`config.mk`:
```
export PLATFORM = sky130hd
export DESIGN_NAME = cheat_port_regs
export DESIGN_NICKNAME = d
export VERILOG_FILES = /design/src/hw/cheat_pkg.sv /design/src/hw/cheat_port_regs.sv
export SDC_FILE = /design/constraint.sdc
export NUM_CORES = 1
export LEC_CHECK = 0
export BUFFER_PORTS_ARGS = -buffer_cell sky130_fd_sc_hd__buf_2
export CAP_MARGIN = 30
export CORE_ASPECT_RATIO = 0.9
export CORE_MARGIN = 3
export CORE_UTILIZATION = 50
export DETAILED_ROUTE_END_ITERATION = 12
export MAX_ROUTING_LAYER = met4
export PLACE_DENSITY = 0.77
export SYNTH_ARGS = -nofsm -noshare
export SYNTH_HDL_FRONTEND = slang
export SYNTH_SLANG_ARGS = --single-unit
```
`constraint.sdc`:
```
create_clock -name clk -period 2.6 [get_ports clk]
set_input_delay 0.26 -clock clk [delete_from_list [all_inputs] [get_ports clk]]
set_output_delay 0.26 -clock clk [all_outputs]
set_load 0.01 [all_outputs]
```
`src/hw/cheat_pkg.sv`:
```
package cheat_pkg;

    // widths with a meaning of their own
    typedef logic [21:0] sdram_addr_t;  // word address
    typedef logic [15:0] sdram_data_t;
    typedef logic [ 1:0] sdram_mask_t;  // byte enables for writes
    typedef logic [ 7:0] port_id_t;
    typedef logic [ 7:0] port_data_t;
    typedef logic [17:0] instr_t;

    // one access towards the bank, 42 bits
    typedef struct packed {
        sdram_addr_t addr;
        logic        rd;
        logic        wr;
        sdram_data_t din;
        sdram_mask_t din_m;
    } sdram_req_t;

    // bank answer, all single-cycle strobes
    typedef struct packed {
        logic ack;
        logic dst;   // read data valid
        logic rdy;   // access done
    } sdram_rsp_t;

    typedef enum logic [1:0] {
        idle,
        game_busy,
        cheat_busy
    } arb_state_t;

    // controller port map
    localparam port_id_t port_addr0     = 8'h00;  // address lsb
    localparam port_id_t port_addr1     = 8'h01;
    localparam port_id_t port_addr2     = 8'h02;
    localparam port_id_t port_din_lo    = 8'h03;
    localparam port_id_t port_din_hi    = 8'h04;
    localparam port_id_t port_mask      = 8'h05;  // last plain byte register
    localparam port_id_t port_led       = 8'h06;  // write side
    localparam port_id_t port_rd_lo     = 8'h06;  // read side
    localparam port_id_t port_rd_hi     = 8'h07;
    localparam port_id_t port_flag_base = 8'h10;  // 0x10..0x13
    localparam port_id_t port_kick      = 8'h40;  // 0x40..0x7f
    localparam port_id_t port_sdram_rd  = 8'h80;  // 0x80..0xbf
    localparam port_id_t port_sdram_wr  = 8'hc0;  // 0xc0..0xff

    // status byte layout
    localparam int st_owner = 7;
    localparam int st_busy  = 6;
    localparam int st_lvbl  = 5;

endpackage

```
`src/hw/cheat_port_regs.sv`:
```
`timescale 1ns/100ps

module cheat_port_regs (
    input  logic                   clk,
    input  logic                   prst,
    input  logic                   lvbl,
    input  logic [31:0]            flags,
    // controller port bus
    input  cheat_pkg::port_id_t    port_id,
    input  cheat_pkg::port_data_t  out_data,
    input  logic                   wr_stb,
    input  logic                   k_wr_stb,
    input  logic                   rd_stb,
    input  logic                   iack,
    output cheat_pkg::port_data_t  in_data,
    output logic                   irq,
    output logic                   led,
    output logic                   cpu_rst,
    // cheat side of the arbiter
    output cheat_pkg::sdram_req_t  cheat_req,
    input  cheat_pkg::sdram_rsp_t  cheat_rsp,
    input  cheat_pkg::sdram_data_t rd_data,
    input  logic                   owner_cheat
);

    cheat_pkg::port_data_t port_q [8];

    logic       wr_any;
    logic       req_q;       // pending request to the arbiter
    logic       req_wr_q;    // direction of that request
    logic       busy_q;      // between ack and rdy
    logic       lvbl_last;
    logic       lvbl_fall;
    logic [3:0] wdog;
    logic       core_rst;    // external reset or watchdog
    logic       kick;
    logic       sdram_cmd;
    cheat_pkg::port_data_t status;

    assign wr_any    = wr_stb | k_wr_stb;
    assign lvbl_fall = lvbl_last & ~lvbl;
    assign core_rst  = prst | cpu_rst;
    assign kick      = wr_any && port_id[7:6] == cheat_pkg::port_kick[7:6];
    assign sdram_cmd = wr_any && port_id[7];

    // plain byte registers, read data lands in 6 and 7
    always_ff @(posedge clk) begin
        if (wr_any && port_id <= cheat_pkg::port_mask) begin
            port_q[port_id[2:0]] <= out_data;
        end
        if (cheat_rsp.dst) begin   // already gated to the cheat owner
            port_q[cheat_pkg::port_rd_lo[2:0]] <= rd_data[7:0];
            port_q[cheat_pkg::port_rd_hi[2:0]] <= rd_data[15:8];
        end
    end

    always_comb begin
        cheat_req.addr  = {port_q[cheat_pkg::port_addr2[2:0]][5:0],
                           port_q[cheat_pkg::port_addr1[2:0]],
                           port_q[cheat_pkg::port_addr0[2:0]]};
        cheat_req.rd    = req_q & ~req_wr_q;
        cheat_req.wr    = req_q &  req_wr_q;
        cheat_req.din   = {port_q[cheat_pkg::port_din_hi[2:0]],
                           port_q[cheat_pkg::port_din_lo[2:0]]};
        cheat_req.din_m = port_q[cheat_pkg::port_mask[2:0]][1:0];
    end

    // request stays up until the bank takes it
    // only prst clears it, the arbiter may be mid-access on a watchdog reset
    always_ff @(posedge clk) begin
        if (prst) begin
            req_q    <= 1'b0;
            req_wr_q <= 1'b0;
            busy_q   <= 1'b0;
        end else begin
            if (cheat_rsp.ack) req_q <= 1'b0;
            if (sdram_cmd) begin
                req_q    <= 1'b1;
                req_wr_q <= port_id[7:6] == cheat_pkg::port_sdram_wr[7:6];
            end
            if (cheat_rsp.ack)      busy_q <= 1'b1;
            else if (cheat_rsp.rdy) busy_q <= 1'b0;
        end
    end

    // vertical blank edge, irq and watchdog
    always_ff @(posedge clk) begin
        if (core_rst) begin
            lvbl_last <= 1'b0;
            irq       <= 1'b0;
            wdog      <= 4'd0;
        end else begin
            lvbl_last <= lvbl;
            if (lvbl_fall)  irq <= 1'b1;
            else if (iack)  irq <= 1'b0;
            if (kick)           wdog <= 4'd0;
            else if (lvbl_fall) wdog <= wdog + 1'd1;
        end
    end

    always_ff @(posedge clk) begin
        cpu_rst <= prst | wdog[3];   // count of 8 restarts the core
    end

    always_ff @(posedge clk) begin
        if (core_rst) begin
            led <= 1'b0;
        end else if (wr_any && port_id == cheat_pkg::port_led) begin
            led <= out_data[0];
        end
    end

    always_comb begin
        status                    = '0;
        status[cheat_pkg::st_owner] = owner_cheat;
        status[cheat_pkg::st_busy]  = req_q | busy_q;  // busy until rdy
        status[cheat_pkg::st_lvbl]  = lvbl;
    end

    // read mux, registered on the strobe
    always_ff @(posedge clk) begin
        if (core_rst) begin
            in_data <= '0;
        end else if (rd_stb) begin
            if (port_id < 8'd8)
                in_data <= port_q[port_id[2:0]];
            else if (port_id[7:2] == cheat_pkg::port_flag_base[7:2])
                in_data <= flags[port_id[1:0]*8 +: 8];
            else if (port_id[7])
                in_data <= status;
            else
                in_data <= '0;   // kick range and holes
        end
    end

endmodule

```
==> flow_summary.toml <==
[clocking]
postCtsSetupBuffers = 0
cts_buffers = 9
clk_pin_slew_worst_paths_ps = 80
clkLatencyLatePin_ps = 350
root_buffer = "clkbuf_8"
hold_buffers = 0
cts_sinks = 83
clk_path_buf_depth = 2
htreeDepth = 3
cts.repair.resized = 0
tritoncts = "done"

[placed_design]
gp_congestion = 0.964
placedCellCount = 510
placed_cell_area_um2 = 4520
numPortBuffers = 127
place_hpwl_mm = 7.02
pre_cts_slack_ps = 417

[global_route]
grt_overflow = 0
grt_max_degree = 41
grt_pass1_vias = 2806
grt_util_all_layers_pct = 22.5
grt-busiest-layer = "met2"
use_met3_pct = 4.81
grtUsageMet1_pct = 29.5
antenna_found_initial = 0
grtUsageMet2_pct = 35.5
grt_pass1_wl_mm = 14.5

[drt]
ant_nets = 0
drt_wl_total_mm = 9.47
first_pass_iters = 4
vias_per_cell = 5.50
drc = 0
vias = 2894
drt_iter0_markers = 276
wire_per_inst_um = 18.0

[floorplan]
die_h_um = 88.6
initial_core_util_pct = 52.5
dieArea_um2 = 8660
num_rows = 29
fp.coreArea_um2 = 7220
io_pins = 128
dieWidth_um = 97.8

[logic_synthesis]
synth_fa_ha_area_share_pct = 0.330
synth_common_cells = "edfxtp_1 (64), nand2_1 (35), dfxtp_1 (19)"
synth_compound_area_share_pct = 10.1
synthSimpleGateAreaFrac_pct = 13.1
synth.most_common_cell = "edfxtp_1"
syn_inst = 302
ys.flop_type = "edfxtp_1"
synth_async_sr_flop_share_pct = 0
synth_edf_count = 64
syn_nets = 378
ys_ff_latch = 83
ys_types = 41
syn_avg_cell_area_um2 = 12.6
ys_seq_area_share_pct = 60.7
yosysWarnings = 0
synth_top_cell_by_area = "edfxtp_1"
synth_top_family_by_area = "simple AND/OR/NAND/NOR gates"
synthTopCellsByArea = "edfxtp_1 (51%), dfxtp_1 (10%), mux4_2 (4.8%)"
synth_area_um2 = 3790
netlist.area_leader.share_pct = 50.7
synthMuxAreaShare_pct = 11.4
synthXorXnorAreaFrac_pct = 0.693

[pwr]
vdd_drop_max_v = 0.000348
power.density_nw_per_um2 = 578
p_leak_nw = 1.97

[setup_path]
cp_max_fo = 6
crit_path_top_delay_cell = "or4_4"
crit_chain = "buf_2 -> or4_4 -> or4_4 -> nor3_1 -> buf_4"
crit_arrival_ps = 1900
reg2reg_from = "port_q[3][7]$_DFFE_PP_"
cp-end-kind = "register"
crit_top_cell = "or4_4"
cp-startpoint = "port_id[7]"
worst-endpoint-required_ps = 2660
crit_type = "primary input to register"
start_kind = "primary input"
max_stage_delay_ps = 550
reg2reg_slack_ps = 1080

[sta]
tightest_slew_ps = 676
finalHoldViolCount = 0
fin_crit_sh_pct = 70.8
tns_ps = 0
relSlewSlack_pct = 54.8
setup_violations = 0
rsz0062_at_grt = "false"
fin_skew_ps = 6.63
max_freq_mhz = 543
timing.final.max_slew_violations = 0
setup_slack_ps = 759
finalCriticalPeriod_ps = 1840

[run_status]
status = "complete, no violations"

[cells_and_area]
n_antenna_cell = 0
layout.area.seq_um2 = 2300
drive_above_1_share_pct = 41.1
fillCellCount = 562
design_area_um2 = 4730
nets = 504
final_cells = 526
area_delta_synth_final_pct = 24.8
multi_input_comb_area_um2 = 1350

[flow_run]
drv_cap = 0

[min_path]
hold_class = "primary input to register"
worstHoldStart = "cheat_rsp[2]"
critical path: cells and delay by family:
kind	cells	cell delay (ps)
buffers and inverters	2	330
and+or+nand+nor	3	1300
per-stage QoR:
step	hold WS [ps]	util (%)	total power, mW
CTS	127	65.5	2.76
global route	142	65.5	2.84
detailed placement	456	62.5	1.77
floorplan	329	-	1.65
global placement	453	62.5	1.76
finish	136	65.5	2.74
report_power, final:
| group | leakage, nW | total, mW | switching (mW) | internal [mW] |
|---|---|---|---|---|
| Sequential | 0.742 | 1.47 | 0.0129 | 1.46 |
| Clock | 0.109 | 0.998 | 0.458 | 0.540 |
| Combinational | 1.11 | 0.263 | 0.138 | 0.125 |
final cells by class:
class	count	share of cell area, %
clock buffer	9	2.62
multi-input combinational	191	28.5
inverter	2	0.159
tap	93	2.46
timing repair buffer	141	15.7
clock inverter	7	1.90
sequential	83	48.7
sequential cells by signal, summed over array words and instances, names as in the netlist:
name       cells
port_q        64
in_data        8
wdog           4
busy_q         1
cpu_rst        1
irq            1
led            1
lvbl_last      1
req_q          1
req_wr_q       1
worst paths after layout:
check / cells after the start / endpoint
max: 5 / port_q[0][4]$_DFFE_PP_
min: 3 / busy_q$_SDFFE_PP0P_
max reg2reg: 5 / in_data[7]$_SDFFE_PP0P_
min reg2reg: 2 / in_data[6]$_SDFFE_PP0P_
logic make-up (layout without fill, tap and decap cells):
| family | count (synthesis) | after routing |
|---|---|---|
| simple gates | 97 | 97 |
| compound gates | 58 | 58 |
| fa+ha+maj | 1 | 1 |
| flops | 83 | 83 |
| xor+xnor | 3 | 3 |
| mux | 32 | 32 |
| buf+inv | 28 | 159 |
layout by cell type (no fill, tap or decap), types with 2 or more instances in the layout:
master	instances
clkinv_1	2
nand3b_1	8
o21ai_0	14
nor2_1	18
o22ai_1	5
inv_6	2
dfxtp_1	19
nand3_1	2
o211ai_1	2
a31oi_1	5
nand2_1	35
a221oi_1	3
or4_4	2
inv_1	2
or2_2	2
and2_1	4
mux2_2	9
clkbuf_8	9
nand2b_1	13
a22oi_1	2
nor3_1	3
buf_4	14
xor2_1	2
a22o_1	10
mux2i_1	15
mux4_2	8
nor2b_1	6
buf_2	127
bufinv_16	2
edfxtp_1	64
a21oi_1	11
routing by layer:
metal | vias to the layer above | routed length (µm)
li1 | 1373 | -
met1 | 1370 | 4130
met2 | 139 | 4490
met3 | 12 | 733
met4 | 0 | 119
met5 | - | 0
No activity file was read; power rests on OpenSTA's default activity.
