--- config.mk ---
export PLATFORM = sky130hd
export DESIGN_NAME = cheat_sdram_arb
export DESIGN_NICKNAME = d
export VERILOG_FILES = /design/src/hw/cheat_pkg.sv /design/src/hw/cheat_sdram_arb.sv
export SDC_FILE = /design/constraint.sdc
export NUM_CORES = 1
export LEC_CHECK = 0
export BUFFER_PORTS_ARGS = -buffer_cell sky130_fd_sc_hd__buf_2
export CELL_PAD_IN_SITES_DETAIL_PLACEMENT = 0
export CELL_PAD_IN_SITES_GLOBAL_PLACEMENT = 2
export CORE_MARGIN = 5
export CORE_UTILIZATION = 12
export DETAILED_ROUTE_END_ITERATION = 12
export PLACE_DENSITY = 0.9
export SYNTH_ARGS = -nofsm -noshare
export SYNTH_HDL_FRONTEND = slang
export SYNTH_SLANG_ARGS = --single-unit
--- constraint.sdc ---
create_clock -name clk -period 3.6 [get_ports clk]
set_clock_uncertainty 0.1 [all_clocks]
set_input_delay 0.18 -clock clk [delete_from_list [all_inputs] [get_ports clk]]
set_output_delay 0.18 -clock clk [all_outputs]
set_load 0.01 [all_outputs]
--- src/hw/cheat_pkg.sv ---
package cheat_pkg;

    // widths with a meaning of their own
    typedef logic [21:0] sdram_addr_t;  // word address
    typedef logic [15:0] sdram_data_t;
    typedef logic [ 1:0] sdram_mask_t;  // byte enables for writes
    typedef logic [ 7:0] port_id_t;
    typedef logic [ 7:0] port_data_t;
    typedef logic [17:0] instr_t;

    // one access towards the bank, 42 bits
    typedef struct packed {
        sdram_addr_t addr;
        logic        rd;
        logic        wr;
        sdram_data_t din;
        sdram_mask_t din_m;
    } sdram_req_t;

    // bank answer, all single-cycle strobes
    typedef struct packed {
        logic ack;
        logic dst;   // read data valid
        logic rdy;   // access done
    } sdram_rsp_t;

    typedef enum logic [1:0] {
        idle,
        game_busy,
        cheat_busy
    } arb_state_t;

    // controller port map
    localparam port_id_t port_addr0     = 8'h00;  // address lsb
    localparam port_id_t port_addr1     = 8'h01;
    localparam port_id_t port_addr2     = 8'h02;
    localparam port_id_t port_din_lo    = 8'h03;
    localparam port_id_t port_din_hi    = 8'h04;
    localparam port_id_t port_mask      = 8'h05;  // last plain byte register
    localparam port_id_t port_led       = 8'h06;  // write side
    localparam port_id_t port_rd_lo     = 8'h06;  // read side
    localparam port_id_t port_rd_hi     = 8'h07;
    localparam port_id_t port_flag_base = 8'h10;  // 0x10..0x13
    localparam port_id_t port_kick      = 8'h40;  // 0x40..0x7f
    localparam port_id_t port_sdram_rd  = 8'h80;  // 0x80..0xbf
    localparam port_id_t port_sdram_wr  = 8'hc0;  // 0xc0..0xff

    // status byte layout
    localparam int st_owner = 7;
    localparam int st_busy  = 6;
    localparam int st_lvbl  = 5;

endpackage

--- src/hw/cheat_sdram_arb.sv ---
`timescale 1ns/100ps

module cheat_sdram_arb (
    input  logic                  clk,
    input  logic                  prst,
    // game requester, has priority
    input  cheat_pkg::sdram_req_t game_req,
    output cheat_pkg::sdram_rsp_t game_rsp,
    // cheat requester
    input  cheat_pkg::sdram_req_t cheat_req,
    output cheat_pkg::sdram_rsp_t cheat_rsp,
    output logic                  owner_cheat,
    // towards the bank
    output cheat_pkg::sdram_req_t bank_req,
    input  cheat_pkg::sdram_rsp_t bank_rsp
);

    cheat_pkg::arb_state_t state_q;
    cheat_pkg::arb_state_t state_d;

    logic game_want;
    logic cheat_want;

    assign game_want  = game_req.rd  | game_req.wr;
    assign cheat_want = cheat_req.rd | cheat_req.wr;

    // requests are only looked at while idle
    always_comb begin
        state_d = state_q;
        case (state_q)
            cheat_pkg::idle: begin
                if (game_want)
                    state_d = cheat_pkg::game_busy;
                else if (cheat_want)
                    state_d = cheat_pkg::cheat_busy;
            end
            cheat_pkg::game_busy,
            cheat_pkg::cheat_busy: begin
                if (bank_rsp.rdy) state_d = cheat_pkg::idle;   // access over
            end
            default: state_d = cheat_pkg::idle;
        endcase
    end

    always_ff @(posedge clk) begin
        if (prst) begin
            state_q <= cheat_pkg::idle;
        end else begin
            state_q <= state_d;
        end
    end

    assign owner_cheat = state_q == cheat_pkg::cheat_busy;

    // owner drives the bank, the other side sees zeros
    always_comb begin
        bank_req  = '0;
        game_rsp  = '0;
        cheat_rsp = '0;
        case (state_q)
            cheat_pkg::game_busy: begin
                bank_req = game_req;
                game_rsp = bank_rsp;
            end
            cheat_pkg::cheat_busy: begin
                bank_req  = cheat_req;
                cheat_rsp = bank_rsp;
            end
            default: begin
                bank_req = '0;   // nothing reaches the bank while idle
            end
        endcase
    end

endmodule

==> flow_summary.json, run 1 <==
{
  "outcome": "complete, no violations",
  "reg2reg_depth": 5,
  "drt_iter0_drc": 44,
  "crit_cells": 6,
  "ioPinCount": 138,
  "fp.dieH_um": 94.5,
  "rsz0062_at_grt": "no",
  "antenna_found_initial": 0,
  "overflow": 0,
  "nets": 345,
  "gp_congestion": 0.678,
  "power_density_nw_per_um2": 268,
  "drive_gt1_share_pct": 57.2,
  "gr-usage-met1_pct": 8.35,
  "fin_hold_ws_ns": 0.0442,
  "hp-class": "primary input to flip-flop",
  "grt_max_degree": 46,
  "dp_slack_ns": 1.41,
  "critical_path.max_fanout": 23,
  "grt_pass1_wl_mm": 6.38,
  "regMostFlops": "state_q",
  "portBuffers": 137,
  "max_cap_violations": 0,
  "final_common_cell": "buf_2",
  "largest_register_ffs": 2,
  "clk_latency_ns": 0.21,
  "synth_cell_type_count": 18,
  "setup_viol": 0,
  "antenna_cells": 0,
  "grt_pass1_vias": 1491,
  "cts_tree": "built",
  "grt_use_total_pct": 8.85,
  "worstPathCellList": "inv_1 -> ha_1 -> buf_4 -> a22oi_1 -> nor2b_1 -> buf_2",
  "postCtsSetupBuffers": 0,
  "htreeDepth": 1,
  "num_vias": 1439,
  "cp_top_family": "adder cells",
  "ys_seq_elements": 2,
  "syn_avg_cell_area_sq_um": 7.01,
  "clk_pin_slew_worst_paths_ns": 0.03,
  "layout_setup_ws_ns": 1.27,
  "cts_hold_buf": 0,
  "min_period_over_period_pct": 64.8,
  "synth_area_sq_um": 856,
  "syn_inst": 122,
  "use_met3_pct": 2.47,
  "std_cell_rows": 30,
  "cts_made_buffers": 3,
  "peakVddDrop_mv": 0.117,
  "layout.cells.non_filler": 346,
  "fp.dieW_um": 94.5,
  "wl_per_cell_um": 12.5,
  "gr-usage-met2_pct": 17.5,
  "worst_path_max_delay_cell": "ha_1",
  "worst_slew_pin_slew_ns": 1.06,
  "r2r_start": "state_q[1]",
  "drc": 0,
  "core_area_sq_um": 6870,
  "crit_path_end_kind": "primary output",
  "initial_core_util_pct": 12.5,
  "syn_to_final_growth_pct": 91.7,
  "fillers": 781,
  "period_needed_ns": 2.33,
  "layout_common_cells": "buf_2, a22oi_1, nor2b_1, and2_1, ha_1",
  "drtAntennaViolNets": 0,
  "post_drt_via_cell_ratio": 4.16,
  "yosysWarningCount": 0,
  "wl_mm": 4.34,
  "cp.arrival_ns": 2.05,
  "hpwl_mm": 3.41,
  "yosysSeqAreaShare_pct": 4.68,
  "worstHoldStart": "prst",
  "root_buffer": "clkbuf_8",
  "slew_headroom_pct": 29.4,
  "hold_violations": 0,
  "critPathLaunchType": "flip-flop",
  "critPathMaxStageDelay_ns": 0.63,
  "cts_buffer_depth": 2,
  "worst_ep_required_time_ns": 3.32,
  "cts_resized": 0,
  "grt_busiest_layer": "met2",
  "dieArea_sq_um": 8920,
  "drtPass1Iterations": 4,
  "cp_num_buf_inv": 3,
  "criticalPathCategory": "flip-flop to primary output",
  "synth_nets": 215,
  "fin_tns_setup_ns": 0,
  "crit_start": "state_q[0]",
  "place_inst": 343,
  "hold_depth": 2,
  "cts_sinks": 2,
  "leakage_uw": 0.000845,
  "max_freq_ghz": 0.429,
  "top_regs": "state_q x2",
  "drv_slew": 0
}
cell families after synthesis:
group / share of synthesized area [%]
flops: 4.68
compound gates: 40.6
buf+inv: 9.94
fa+ha+maj: 5.85
simple gates: 38.9
per-stage QoR:
stage | area (sq um) | power [uW] | utilization, %
after floorplan | 856 | 237 | -
after global placement | 1600 | 356 | 23.3
after detailed placement | 1600 | 359 | 23.3
after CTS | 1640 | 451 | 23.9
after global routing | 1640 | 483 | 23.9
final | 1640 | 440 | 23.9
cell type report:
| cell class | instances | area, sq um | share of cell area (%) |
|---|---|---|---|
| Multi-Input combinational cell | 104 | 731 | 44.5 |
| Timing Repair Buffer | 139 | 701 | 42.7 |
| Tap cell | 96 | 120 | 7.32 |
| Clock buffer | 3 | 41.3 | 2.52 |
| Sequential cell | 2 | 40.0 | 2.44 |
| Inverter | 2 | 7.51 | 0.458 |
power by group:
group	total (uW)	leakage, uW	switching, uW	internal [uW]
registers	28.2	0.0000165	2.49	25.7
clock network	88.6	0.0000216	17.9	70.7
logic	323	0.000807	167	156
total	440	0.000845	187	253
Yosys cell counts:
cell	count	share of area, %
inv_1	2	0.88
nor2_1	1	0.44
nand2b_1	1	0.73
buf_4	5	4.4
dfxtp_1	2	4.7
and2b_1	1	0.88
nor2b_1	42	31
clkbuf_2	1	0.58
o21ai_0	2	1.2
nand3b_1	1	0.88
a22oi_1	42	37
ha_1	4	5.8
and2_1	6	4.4
buf_2	4	2.3
nor3b_1	1	0.88
a211oi_2	1	1.5
clkbuf_1	4	1.8
a21oi_1	2	1.2
metal layers:
layer	vias up	share of wire, %
li1	699	-
met1	637	37
met2	99	48
met3	4	14
met4	0	1.7
met5	-	0
worst paths after layout:
path / to / slack (ns)
hold / removal: state_q[1] / 0.04
setup / recovery: bank_req[38] / 1.27
setup reg to reg: state_q[1] / 1.51
hold reg to reg: state_q[0] / 0.39
worst register-to-register path: cells and delay by family (launching register included):
family,cells,cell delay (ns)
AO/OA/AOI/OAI,2,0.22
adder cells (fa/ha/maj),1,1.00
buffers and inverters,1,0.10
flip-flops,1,0.35
AND/OR/NAND/NOR,1,0.25
(Power assumes the default switching activity.)
==> run 2: changes to the inputs <==
--- a/config.mk
+++ b/config.mk
@@ -9,9 +9,9 @@
 export CELL_PAD_IN_SITES_DETAIL_PLACEMENT = 0
 export CELL_PAD_IN_SITES_GLOBAL_PLACEMENT = 2
 export CORE_MARGIN = 5
-export CORE_UTILIZATION = 12
+export CORE_UTILIZATION = 10
 export DETAILED_ROUTE_END_ITERATION = 12
-export PLACE_DENSITY = 0.9
+export PLACE_DENSITY = 0.8
 export SYNTH_ARGS = -nofsm -noshare
 export SYNTH_HDL_FRONTEND = slang
 export SYNTH_SLANG_ARGS = --single-unit
==> constraint.sdc (replaced) <==
create_clock -name clk -period 2 [get_ports clk]
set_clock_uncertainty 0.1 [all_clocks]
set_input_delay 0.1 -clock clk [delete_from_list [all_inputs] [get_ports clk]]
set_output_delay 0.1 -clock clk [all_outputs]
set_load 0.01 [all_outputs]
==> run 2 against run 1 <==
- clock power rose by 75%
- sequential power up 80%
- final cell count grew 4.0%
- non-clock buffer count grew 5
- design area grew 3.1%
- first-iteration DRC count is 30% lower
- global-route usage down 1.8 points
- die area up 18%
- worst hold slack improved by 0.13 ns
- combinational power is 86% higher
- via count shrank 1.8%
- critical path type unchanged
- critical endpoint is now bank_req[23]
- highest routed layer unchanged
==> flow_summary.json, run 2 (synthesis gave the netlist of run 1 again) <==
{
  "worst_ep_required_time_ns": 1.80,
  "overflow": 0,
  "clk_latency_ns": 0.21,
  "outcome": "complete, no violations",
  "fp.dieH_um": 103,
  "fin_tns_setup_ns": 0,
  "portBuffers": 137,
  "drv_slew": 0,
  "critical_path.max_fanout": 22,
  "layout_common_cells": "buf_2, a22oi_1, nor2b_1, and2_1, buf_4",
  "fp.dieW_um": 103,
  "dieArea_sq_um": 10500,
  "cts_resized": 0,
  "grt_pass1_wl_mm": 5.98,
  "grt_use_total_pct": 7.01,
  "max_cap_violations": 0,
  "cts_made_buffers": 3,
  "grt_pass1_vias": 1357,
  "endpoint": "bank_req[23]",
  "nets": 350,
  "drtAntennaViolNets": 0,
  "reg2reg_depth": 6,
  "wl_per_cell_um": 11.8,
  "cts_buffer_depth": 2,
  "place_area_sq_um": 1640,
  "drtPass1Iterations": 4,
  "criticalPathCategory": "flip-flop to primary output",
  "post_drt_via_cell_ratio": 3.93,
  "wl_mm": 4.25,
  "cts_tree": "built",
  "hpwl_mm": 3.45,
  "clk_pin_slew_worst_paths_ns": 0.03,
  "hp-class": "primary input to flip-flop",
  "root_buffer": "clkbuf_8",
  "regMostFlops": "state_q",
  "postLayoutCoreUtil_pct": 20.5,
  "crit_path_end_kind": "primary output",
  "initial_core_util_pct": 10.4,
  "final_area_sq_um": 1690,
  "fin_hold_ws_ns": 0.178,
  "min_period_over_period_pct": 84.8,
  "rsz0062_at_grt": "no",
  "period_needed_ns": 1.70,
  "worstPathCellList": "inv_1 -> ha_1 -> buf_4 -> nor2b_1 -> buf_2",
  "grt_max_degree": 25,
  "crit_start": "state_q[1]",
  "worst_slew_pin_slew_ns": 0.260,
  "reg2reg_slack_ns": 0.43,
  "slew_headroom_pct": 82.7,
  "worst_path_max_delay_cell": "dfxtp_1",
  "critPathLaunchType": "flip-flop",
  "critPathMaxStageDelay_ns": 0.34,
  "antenna_found_initial": 0,
  "postCtsSetupBuffers": 0,
  "fillers": 940,
  "final_common_cell": "buf_2",
  "std_cell_rows": 33,
  "crit_cells": 5,
  "leakage_uw": 0.000870,
  "syn_to_final_growth_pct": 97.7,
  "layout.cells.non_filler": 360,
  "setup_viol": 0,
  "r2r_start": "state_q[0]",
  "num_vias": 1413,
  "largest_register_ffs": 2,
  "peakVddDrop_mv": 0.168,
  "hold_violations": 0,
  "cp_num_buf_inv": 3,
  "worstHoldStart": "cheat_req[18]",
  "drc": 0,
  "core_area_sq_um": 8260,
  "drive_gt1_share_pct": 57.6,
  "max_freq_ghz": 0.590,
  "cp_top_family": "buffers and inverters",
  "cp.arrival_ns": 1.50,
  "rr_endpoint": "state_q[0]",
  "ioPinCount": 138,
  "cts_sinks": 2,
  "antenna_cells": 0,
  "top_regs": "state_q x2",
  "drt_iter0_drc": 31,
  "power_density_nw_per_um2": 477,
  "htreeDepth": 1,
  "gp_congestion": 0.753,
  "cts_hold_buf": 1,
  "place_inst": 356
}
==> run 2: how the worst min path moves through the flow <==
stage / endpoint / slack [ns] / cells past startpoint
finish: state_q[0] / 0.18 / 4
global route: state_q[1] / 0.25 / 3
CTS: state_q[0] / 0.17 / 4
detailed placement: state_q[1] / 0.19 / 2
global placement: state_q[1] / 0.19 / 2
floorplan: state_q[1] / 0.06 / 1
==> run 2: where the power goes <==
part | internal [uW] | total, uW | switching, uW
combinational | 296 | 601 | 305
clock | 127 | 155 | 28.2
sequential | 46.3 | 50.9 | 4.58
==> run 2: worst register-to-register path, delay by kind of cell (launching register included) <==
family | cells | cell delay (ns)
buffers and inverters | 2 | 0.29
AND/OR/NAND/NOR | 1 | 0.18
flip-flops | 1 | 0.34
adder cells (fa/ha/maj) | 1 | 0.32
AO/OA/AOI/OAI | 2 | 0.23
==> run 2: cell type report <==
cell class	count	area (sq um)	area share [%]
repair buffers	144	741	43.8
multi-input cells	104	731	43.2
well taps	105	131	7.77
clock buffers	3	41.3	2.44
flip-flops and latches	2	40.0	2.37
inverters	2	7.51	0.444
==> run 2: through the flow <==
stage,worst slack [ns],total power [uW]
floorplan,0.597,427
global placement,0.434,660
global route,0.156,884
detailed placement,0.427,663
CTS,0.273,826
finish,0.305,807
==> run 2: routing by layer <==
layer  share of wire [%]  track usage [%]  wire length [um]
met5                   0                0                 0
met4                 1.1             2.02                46
met3                  14             1.76               582
met2                  48             13.0              2030
met1                  37             7.90              1590
